--- config.mk ---
export PLATFORM = sky130hd
export DESIGN_NAME = csa_frame_top
export DESIGN_NICKNAME = d
export VERILOG_FILES = /design/src/verilog/csa_pkg.sv /design/src/verilog/csa_frame_top.sv /design/src/verilog/cw_ctrl_reg.sv /design/src/verilog/frame_out_mux.sv /design/src/verilog/ts_pkt_buffer.sv /design/src/verilog/ts_readout.sv
export SDC_FILE = /design/constraint.sdc
export NUM_CORES = 2
export LEC_CHECK = 0
export BUFFER_PORTS_ARGS = -buffer_cell sky130_fd_sc_hd__buf_2
export CAP_MARGIN = 0
export CORE_ASPECT_RATIO = 0.9
export CORE_MARGIN = 4
export CORE_UTILIZATION = 48
export CTS_CLUSTER_DIAMETER = 150
export DETAILED_ROUTE_END_ITERATION = 16
export PLACE_DENSITY = 0.71
export SYNTH_ARGS = -nofsm -noshare
export SYNTH_HDL_FRONTEND = slang
export SYNTH_HIERARCHICAL = 1
export SYNTH_SLANG_ARGS = --single-unit
export TNS_END_PERCENT = 50
--- constraint.sdc ---
create_clock -name clk -period 5.2 [get_ports clk]
set_clock_uncertainty 0.1 [all_clocks]
set_input_delay 0.78 -clock clk [delete_from_list [all_inputs] [get_ports clk]]
set_output_delay 0.78 -clock clk [all_outputs]
set_load 0.005 [all_outputs]
--- src/verilog/csa_pkg.sv ---
package csa_pkg;

	////////////////////////////////////////////////////////////
	// stream sizes
	////////////////////////////////////////////////////////////

	// one TS packet
	localparam int PKT_BYTES = 188;

	// scramble flag byte plus an 8-byte control word
	localparam int CW_BYTES = 9;

	// header byte carrying the scrambling-control bits
	localparam int SCRAMBLE_HDR_IDX = 3;

	////////////////////////////////////////////////////////////
	// types
	////////////////////////////////////////////////////////////

	typedef logic [7:0] byte_t;

	// transport_scrambling_control field
	typedef logic [1:0] scram_ctrl_t;

	// header byte 3, seen either as a plain byte or split into its fields
	typedef union packed
	{
		byte_t raw;
		struct packed
		{
			scram_ctrl_t sc;
			logic [1:0] afc;
			logic [3:0] cc;
		} f;
	} ts_hdr3_u;

endpackage

--- src/verilog/csa_frame_top.sv ---
module csa_frame_top
#(
	parameter int PKT_BYTES = csa_pkg::PKT_BYTES,
	parameter int CW_BYTES = csa_pkg::CW_BYTES
)
(
	input logic clk,
	input logic rst,
	input logic ts_valid,
	input csa_pkg::byte_t ts_byte,
	input logic cw_valid,
	input csa_pkg::byte_t cw_byte,
	input logic cnt_valid,
	input csa_pkg::byte_t cnt_byte,
	input logic pid_valid,
	input csa_pkg::byte_t pid_byte,
	input logic gbe_valid,
	input csa_pkg::byte_t gbe_byte,
	input logic port_valid,
	input csa_pkg::byte_t port_byte,
	output logic out_valid,
	output csa_pkg::byte_t out_byte,
	output logic finish_pkt
);

	// buffer <-> readout
	logic pkt_full;
	logic busy;
	logic rd_en;
	logic [$clog2(PKT_BYTES)-1:0] rd_addr;
	csa_pkg::byte_t rd_data;

	// readout -> mux
	logic pkt_valid;
	csa_pkg::byte_t pkt_byte;

	// control word side
	logic cw_first;
	csa_pkg::scram_ctrl_t scram_ctrl;

	cw_ctrl_reg #(.CW_BYTES(CW_BYTES)) cw_ctrl_reg_inst
	(
		.clk(clk),
		.rst(rst),
		.cw_valid(cw_valid),
		.cw_byte(cw_byte),
		.cw_first(cw_first),
		.scram_ctrl(scram_ctrl)
	);

	ts_pkt_buffer #(.PKT_BYTES(PKT_BYTES)) ts_pkt_buffer_inst
	(
		.clk(clk),
		.rst(rst),
		.ts_valid(ts_valid),
		.ts_byte(ts_byte),
		.busy(busy),
		.rd_en(rd_en),
		.rd_addr(rd_addr),
		.pkt_full(pkt_full),
		.rd_data(rd_data)
	);

	ts_readout #(.PKT_BYTES(PKT_BYTES)) ts_readout_inst
	(
		.clk(clk),
		.rst(rst),
		.pkt_full(pkt_full),
		.rd_data(rd_data),
		.scram_ctrl(scram_ctrl),
		.rd_en(rd_en),
		.rd_addr(rd_addr),
		.busy(busy),
		.pkt_valid(pkt_valid),
		.pkt_byte(pkt_byte),
		.finish_pkt(finish_pkt)
	);

	frame_out_mux frame_out_mux_inst
	(
		.clk(clk),
		.rst(rst),
		.pkt_valid(pkt_valid),
		.pkt_byte(pkt_byte),
		.cnt_valid(cnt_valid),
		.cnt_byte(cnt_byte),
		.pid_valid(pid_valid),
		.pid_byte(pid_byte),
		.gbe_valid(gbe_valid),
		.gbe_byte(gbe_byte),
		.port_valid(port_valid),
		.port_byte(port_byte),
		.cw_valid(cw_valid),
		.cw_byte(cw_byte),
		.cw_first(cw_first),
		.out_valid(out_valid),
		.out_byte(out_byte)
	);

endmodule

--- src/verilog/cw_ctrl_reg.sv ---
module cw_ctrl_reg
#(
	parameter int CW_BYTES = csa_pkg::CW_BYTES
)
(
	input logic clk,
	input logic rst,
	input logic cw_valid,
	input csa_pkg::byte_t cw_byte,
	output logic cw_first,
	output csa_pkg::scram_ctrl_t scram_ctrl
);

	localparam int CW_AW = $clog2(CW_BYTES);

	// position of the next cw byte inside its record
	logic [CW_AW-1:0] cw_idx;

	assign cw_first = cw_valid && (cw_idx == '0);

	always_ff @(posedge clk)
	begin
		if (rst)
		begin
			cw_idx <= '0;
		end
		else if (cw_valid)
		begin
			if (cw_idx == CW_AW'(CW_BYTES - 1))
				cw_idx <= '0;
			else
				cw_idx <= cw_idx + 1'b1;
		end
	end

	// first record byte carries the scramble enable in bit 1
	always_ff @(posedge clk)
	begin
		if (rst)
			scram_ctrl <= '0;
		else if (cw_first)
			scram_ctrl <= {cw_byte[1], cw_byte[1] & cw_byte[0]};
	end

endmodule

--- src/verilog/frame_out_mux.sv ---
module frame_out_mux
(
	input logic clk,
	input logic rst,
	input logic pkt_valid,
	input csa_pkg::byte_t pkt_byte,
	input logic cnt_valid,
	input csa_pkg::byte_t cnt_byte,
	input logic pid_valid,
	input csa_pkg::byte_t pid_byte,
	input logic gbe_valid,
	input csa_pkg::byte_t gbe_byte,
	input logic port_valid,
	input csa_pkg::byte_t port_byte,
	input logic cw_valid,
	input csa_pkg::byte_t cw_byte,
	input logic cw_first,
	output logic out_valid,
	output csa_pkg::byte_t out_byte
);

	logic any_valid;
	csa_pkg::byte_t sel_byte;
	csa_pkg::byte_t cw_out;

	// record head collapses to the scramble flag alone
	assign cw_out = cw_first ? {7'b0, cw_byte[1]} : cw_byte;

	assign any_valid = pkt_valid | cnt_valid | pid_valid | gbe_valid | port_valid
		| cw_valid;

	////////////////////////////////////////////////////////////
	// packet first, then the frame header fields, cw last
	////////////////////////////////////////////////////////////

	always_comb
	begin
		if (pkt_valid)
			sel_byte = pkt_byte;
		else if (cnt_valid)
			sel_byte = cnt_byte;
		else if (pid_valid)
			sel_byte = pid_byte;
		else if (gbe_valid)
			sel_byte = gbe_byte;
		else if (port_valid)
			sel_byte = port_byte;
		else
			sel_byte = cw_out;
	end

	always_ff @(posedge clk)
	begin
		if (rst)
		begin
			out_valid <= 1'b0;
			out_byte <= '0;
		end
		else
		begin
			out_valid <= any_valid;
			// keep the last byte when idle
			if (any_valid)
				out_byte <= sel_byte;
		end
	end

endmodule

--- src/verilog/ts_pkt_buffer.sv ---
module ts_pkt_buffer
#(
	parameter int PKT_BYTES = csa_pkg::PKT_BYTES
)
(
	input logic clk,
	input logic rst,
	input logic ts_valid,
	input csa_pkg::byte_t ts_byte,
	input logic busy,
	input logic rd_en,
	input logic [$clog2(PKT_BYTES)-1:0] rd_addr,
	output logic pkt_full,
	output csa_pkg::byte_t rd_data
);

	localparam int AW = $clog2(PKT_BYTES);

	csa_pkg::byte_t mem [PKT_BYTES];

	// counts every ts strobe, busy or not
	logic [AW-1:0] wr_idx;
	logic wr_last;

	assign wr_last = ts_valid && (wr_idx == AW'(PKT_BYTES - 1));

	always_ff @(posedge clk)
	begin
		if (rst)
		begin
			wr_idx <= '0;
			pkt_full <= 1'b0;
		end
		else
		begin
			if (ts_valid)
				wr_idx <= wr_last ? '0 : wr_idx + 1'b1;
			pkt_full <= wr_last && !busy;
		end
	end

	////////////////////////////////////////////////////////////
	// storage
	////////////////////////////////////////////////////////////

	always_ff @(posedge clk)
	begin
		if (ts_valid && !busy)
			mem[wr_idx] <= ts_byte;
		if (rd_en)
			rd_data <= mem[rd_addr];
	end

endmodule

--- src/verilog/ts_readout.sv ---
module ts_readout
#(
	parameter int PKT_BYTES = csa_pkg::PKT_BYTES
)
(
	input logic clk,
	input logic rst,
	input logic pkt_full,
	input csa_pkg::byte_t rd_data,
	input csa_pkg::scram_ctrl_t scram_ctrl,
	output logic rd_en,
	output logic [$clog2(PKT_BYTES)-1:0] rd_addr,
	output logic busy,
	output logic pkt_valid,
	output csa_pkg::byte_t pkt_byte,
	output logic finish_pkt
);

	localparam int AW = $clog2(PKT_BYTES);

	// read phase of the sequencer; idle otherwise
	logic reading;
	// rd_data valid this cycle
	logic rd_vld_d1;
	// index of the byte now on rd_data
	logic [AW-1:0] ret_idx;
	logic ret_last;
	logic [1:0] end_pipe;
	csa_pkg::ts_hdr3_u hdr;

	assign rd_en = reading;
	assign ret_last = rd_vld_d1 && (ret_idx == AW'(PKT_BYTES - 1));

	////////////////////////////////////////////////////////////
	// sequencer
	////////////////////////////////////////////////////////////

	always_ff @(posedge clk)
	begin
		if (rst)
		begin
			reading <= 1'b0;
			rd_addr <= '0;
			busy <= 1'b0;
			rd_vld_d1 <= 1'b0;
			ret_idx <= '0;
			end_pipe <= '0;
			finish_pkt <= 1'b0;
		end
		else
		begin
			if (pkt_full && !busy)
			begin
				reading <= 1'b1;
				busy <= 1'b1;
				rd_addr <= '0;
				ret_idx <= '0;
			end
			else
			begin
				if (reading)
				begin
					rd_addr <= rd_addr + 1'b1;
					if (rd_addr == AW'(PKT_BYTES - 1))
						reading <= 1'b0;
				end
				if (rd_vld_d1)
					ret_idx <= ret_idx + 1'b1;
				// release once the last byte has left the mux
				if (end_pipe[1])
					busy <= 1'b0;
			end
			rd_vld_d1 <= rd_en;
			end_pipe <= {end_pipe[0], ret_last};
			finish_pkt <= end_pipe[1];
		end
	end

	// byte 3 gets the new scrambling-control bits, rest passes
	always_comb
	begin
		hdr.raw = rd_data;
		if (ret_idx == AW'(csa_pkg::SCRAMBLE_HDR_IDX) && scram_ctrl[1])
			hdr.f.sc = scram_ctrl;
	end

	always_ff @(posedge clk)
	begin
		if (rst)
			pkt_valid <= 1'b0;
		else
			pkt_valid <= rd_vld_d1;
	end

	always_ff @(posedge clk)
	begin
		if (rd_vld_d1)
			pkt_byte <= hdr.raw;
	end

endmodule
After elaboration in Yosys (flattened, before gate mapping)
Memories as Yosys holds them, arrays and structs flattened. A register that Yosys moved wholly into a read port is not among the register bits.
Cells that the tools add are included.

storage, ports and cells
  register bits = 55
  memories = 1
  logic and storage cells = 58
  RAM bits = 1,504
  output and inout port bits = 10

cells by class
  add/subtract/negate cells = 4
  equality and inequality tests = 5
  multiplexer cells = 16
  reductions and logical operators = 11
  bitwise gates (word level) = 6

memory list
  memory                  depth  bits a word  read ports  clocked after memory_dff  write ports  line                 RTL
  ts_pkt_buffer_inst.mem  188    8            1           1                         1            ts_pkt_buffer.sv:19  csa_pkg::byte_t mem [PKT_BYTES];

operators with widths
  operator               number
  $mux W8                7
  $add A8 B1 Y8 const B  3
  $eq A8 B8 Y1 const B   3
  $eq A8 B2 Y1 const B   1
  $logic_and A1 B1 Y1    7
  $mux W1                7
  $or A1 B1 Y1           5
  $add A4 B1 Y4 const B  1
  $eq A4 B4 Y1 const B   1
  $logic_not A4 Y1       1
  $mux W4                1
  $mux W2                1
  $reduce_bool A2 Y1     1
  $reduce_or A2 Y1       1
  $and A1 B1 Y1          1
  $logic_not A1 Y1       1

Depth between registers and ports, before layout
  word-level depth = 8
  mapped depth = 11
  mapped depth without buffers = 7

By module
Netlist, hierarchy kept.

modules (own cells, without submodules)
  module         area an instance (µm²)  sequential area each (µm²)  instances  cells each
  ts_pkt_buffer  59,412.0                45,583.7                    1          2,867
  ts_readout     1,172.4                 700.7                       1          107
  frame_out_mux  686.9                   180.2                       1          88
  cw_ctrl_reg    299.0                   120.1                       1          32

Worst setup path after synthesis
OpenSTA, ideal clock, no wires.

  path type = register -> register
  start point = register ts_readout_inst.rd_addr[0]
  end point = register ts_pkt_buffer_inst.rd_data[2], read port of ts_pkt_buffer_inst.mem (data pin)
  setup time = 262 ps
  data required time = 4,838 ps
  cell stages (with the launch flop) = 10
  arrival = 2,289 ps
  path slack = 2,549 ps
  cell sequence = dfxtp_1 -> buf_6 -> buf_6 -> buf_6 -> buf_2 -> mux4_2 -> a221oi_1 -> o21ai_0 -> nand4_1 -> nand3_1

RTL lines
  what                    line                 RTL
  start, declared         ts_readout.sv:12     output logic [$clog2(PKT_BYTES)-1:0] rd_addr,
  start signal, assigned  ts_readout.sv:63     rd_addr <= rd_addr + 1'b1;
  end, declared           ts_pkt_buffer.sv:14  output csa_pkg::byte_t rd_data

==> summary.md <==
| Metric | Value |
|---|---|
| First DRT Iteration DRCs | 4412 |
| Hold Crit Start | cw_byte[0] |
| Slew margin rel. | 14.27% |
| Grt met3 use | 6.331% |
| Top cell type's share of synthesized area | 74.13% |
| Largest family of logic cells by synthesized area | multiplexers |
| Proportion of synthesized area in mux cells | 14.43% |
| Via Count | 32100 |
| Final wirelength | 153300 µm |
| Row count | 124 |
| Synth Cell Area | 0.06157 mm² |
| R2R setup slack | 1120 ps |
| Synth unique cells | 78 |
| Post-synth EDFFs | 1520 |
| Gr usage total | 22.88% |
| Vias in the first global route | 31230 |
| Data required time of the worst path | ~5600 ps |
| Drt pass-1 iters | 6 |
| Sink Count | roughly 1600 |
| RSZ-0062 raised after global routing | no |
| Ys async rst share | 0% |
| GR peak layer | met2 |
| Synth Area in Compound Gates | 3.806% |
| Die W | 385.5 µm |
| Setup crit start kind | flip-flop |
| Post-cts hold buffer count | 0 |
| Synth Area in Simple Gates | 3.751% |
| Worst reg2reg startpoint | ts_readout_inst/rd_addr[0]$_SDFFE_PP0P_ |
| Max VDD drop | 0.2895 mV |
| Die Y | 347.8 µm |
| Drt wl/cell | 30.54 µm |
| Hold Path Depth | 3 |
| Non-Filler Cell Area, Final | approximately 0.068 mm² |
| Worst path arrival time | 4440 ps |
| Hold Fails Final Rpt | 0 |
| DP Worst Slack | 1181 ps |
| Post-route setup slack | 1118 ps |
| CTS buffer count | 148 |
| Placed cell areas | 0.06354 mm² |
| PortBufs | 65 |
| Mapped Nets | 3158 |
| Top post-synthesis cells by area | edfxtp_1 74%, mux4_2 12%, mux2i_1 2.2% |
| H-tree lvl count | 4 |
| Largest net degree at the start of global routing | 143 |
| Slew @ Worst Pin | about 1300 ps |
| Hold endpoint | cw_ctrl_reg_inst/scram_ctrl[0]$_SDFFE_PP0P_ |
| Fill cells | 9640 |
| Register-to-Register Path Depth | 7 |
| Final worst path period need | 4082 ps |
| Setup Fix Bufs, Post-CTS | 0 |
| Synthesized area per cell | 19.90 µm² |
| Post-route ant nets | 0 |
| WS Path Type | flip-flop to flip-flop |
| Finished Core Util | about 54% |
| Clock Path Buffers | 3 |
| Starting Density | 48.40% |
| Fin Setup TNS | 0 ps |
| Num ports | 66 |
| Yosys top cell by area | edfxtp_1 |
| Die Area | 0.1341 mm² |
| Worst hold path class | primary input to flip-flop |
| Critical path's top delay family | simple AND/OR/NAND/NOR gates |
| Routing usage on met1 | 32.98% |
| Initial antenna violation count | 4 |
| CP max stage cell | nor4_1 |
| Skew-Pair Late Insertion Delay | 770 ps |
| Synth-to-layout area growth | 10.83% |
| Met2 Use GR | 33.78% |
| PostCTS Resize Cnt | 0 |
| XOR/XNOR Fraction of Synth Area | less than 1% |
| Placeable Area | 0.1272 mm² |
| Final Max Tran Viols | 0 |
| Nets | 3263 |
| Max incr delay on CP | between 1000 and 1500 ps |
| Vias per cell | between 6 and 7 |
| Register area share after synthesis | about three quarters |
| Ys Warns | 6 |
| Max-capacitance violation count | 0 |
| CP Capture Type | flip-flop |
| Final Wtd Congestion | around 0.90 |
| CP bufs+invs | 1 |
| Cell chain of the critical path | buf_12 > mux4_2 > mux2_2 > o21ai_1 > a21oi_1 > nor4_1 > a221oi_2 |
| Syn Inst Count | approximately 3100 |
| Yosys reg bits | 1567 |
| Root buffer cell | clkbuf_16 |
| CTS tree | built |
| Status | completed |
| Global-route wire length before repair | between 200000 and 250000 µm |
| Total grt overflow | 0 |
| R2r endpoint | ts_pkt_buffer_inst/rd_data[3]$_DFFE_PP_ |
| Ys flop type | edfxtp_1 |
| Power density cells | about 360 mW/mm² |
| Share of cells above drive strength 1 | 20.78% |
| Dpl hpwl | 95330 µm |
| Final Cycle Share | 78.50% |
| Worst-path clk slew | 60 ps |
| P_leak | 20.44 nW |
| Fmax | ~0.24 GHz |
| DRC viols | 0 |
| Endpoints failing setup | 0 |
| Adder-Cell Fraction of Synth Area | 0.1626% |
| Critical Path Fanout Max | 54 |
sequential cells by signal, indices dropped and copies added (netlist names):
signal,flops
ts_pkt_buffer_inst/mem,1504
frame_out_mux_inst/out_byte,8
ts_pkt_buffer_inst/rd_data,8
ts_pkt_buffer_inst/wr_idx,8
ts_readout_inst/pkt_byte,8
ts_readout_inst/rd_addr,8
ts_readout_inst/ret_idx,8
cw_ctrl_reg_inst/cw_idx,4
cw_ctrl_reg_inst/scram_ctrl,2
ts_readout_inst/end_pipe,2
frame_out_mux_inst/out_valid,1
ts_pkt_buffer_inst/pkt_full,1
ts_readout_inst/busy,1
ts_readout_inst/finish_pkt,1
ts_readout_inst/pkt_valid,1
ts_readout_inst/rd_en,1
ts_readout_inst/rd_vld_d1,1
power breakdown:
group          internal (mW)  switching (mW)  leakage (nW)  total (mW)
Combinational         0.0683           0.303          4.11       0.371
Clock                   6.00            4.54          2.29        10.5
Sequential              13.9         0.00814          14.0        13.9
Total                   19.9            4.85          20.4        24.8
layout by cell type, fill, tap and decap left out, drive strengths merged, types with 47 or more instances in the layout:
| cell type | instances |
|---|---|
| edfxtp | 1520 |
| mux4 | 328 |
| nor2 | 240 |
| clkbuf | 187 |
| mux2i | 138 |
| buf | 126 |
| nand2 | 104 |
| a21oi | 67 |
| clkinv | 55 |
| o21ai | 52 |
| nand3 | 47 |
| dfxtp | 47 |
worst max-delay path by stage:
stage | depth (start not counted) | slack, ps | startpoint | end
3_5_place_dp | 7 | 1180 | ts_readout_inst/rd_addr[0]$_SDFFE_PP0P_ | ts_pkt_buffer_inst/rd_data[3]$_DFFE_PP_
2_1_floorplan | 9 | 2550 | ts_readout_inst/rd_addr[0]$_SDFFE_PP0P_ | ts_pkt_buffer_inst/rd_data[2]$_DFFE_PP_
6_report | 7 | 1120 | ts_readout_inst/rd_addr[0]$_SDFFE_PP0P_ | ts_pkt_buffer_inst/rd_data[3]$_DFFE_PP_
5_1_grt | 7 | 1030 | ts_readout_inst/rd_addr[0]$_SDFFE_PP0P_ | ts_pkt_buffer_inst/rd_data[3]$_DFFE_PP_
4_1_cts | 7 | 1130 | ts_readout_inst/rd_addr[0]$_SDFFE_PP0P_ | ts_pkt_buffer_inst/rd_data[3]$_DFFE_PP_
3_3_place_gp | 7 | 1240 | ts_readout_inst/rd_addr[0]$_SDFFE_PP0P_ | ts_pkt_buffer_inst/rd_data[3]$_DFFE_PP_
per-stage QoR:
stage,power (mW),std cells,hold WS (ps)
finish,24.77,5018,190.3
global route,25.52,5017,185.1
CTS,24.91,5017,142.4
detailed placement,14.50,4750,328.8
global placement,14.49,4750,319.8
floorplan,14.21,3094,300.3
cell families after synthesis:
| logic type | Yosys count |
|---|---|
| xor+xnor | 14 |
| compound gates | 333 |
| buf+inv | 188 |
| mux | 475 |
| fa+ha+maj | 8 |
| flops | 1567 |
| simple gates | 509 |
worst register-to-register path: stages, from the launching register on:
cell,delay (ps)
dfxtp_4,960
buf_12,470
mux4_2,590
mux2_2,280
o21ai_1,120
a21oi_1,110
nor4_1,1080
a221oi_2,50
synth_stat cells, types with 5 or more instances:
cell / count
edfxtp_1: 1520
mux4_2: 324
nor2_1: 238
mux2i_1: 138
nand2_1: 104
a21oi_1: 67
clkbuf_1: 59
dfxtp_1: 47
nand3_1: 46
o21ai_0: 41
a22oi_1: 40
o22ai_1: 40
buf_2: 39
buf_4: 29
o221ai_1: 28
a221oi_1: 25
nor2b_1: 23
buf_6: 22
a22o_1: 21
nor3_1: 19
inv_1: 16
nand2b_1: 16
nand4_1: 14
a211oi_1: 13
buf_12: 10
xor2_1: 10
and2_1: 9
buf_1: 9
mux2_2: 9
or3_1: 9
ha_1: 8
nor4_1: 6
o2111ai_1: 6
o21ai_2: 6
o31a_1: 6
o21ai_1: 5
layer usage:
metal	vias to the layer above	share of wire, %	wire (µm)
met5	-	0.011	17
met4	2	3.7	5635
met3	314	12	18450
met2	2100	46	69750
met1	16710	39	59400
li1	12980	-	-
final cells by class:
class | instances | area (µm²) | area share, %
diodes | 1 | 2.502 | 0.003667
multi-input cells | 1339 | 13780 | 20.19
clock buffers | 187 | 3914 | 5.735
flip-flops and latches | 1567 | 46600 | 68.29
repair buffers | 126 | 970.9 | 1.423
well taps | 1701 | 2128 | 3.119
inverters | 17 | 63.81 | 0.09351
clock inverters | 80 | 779.5 | 1.142
(Power assumes the default switching activity.)
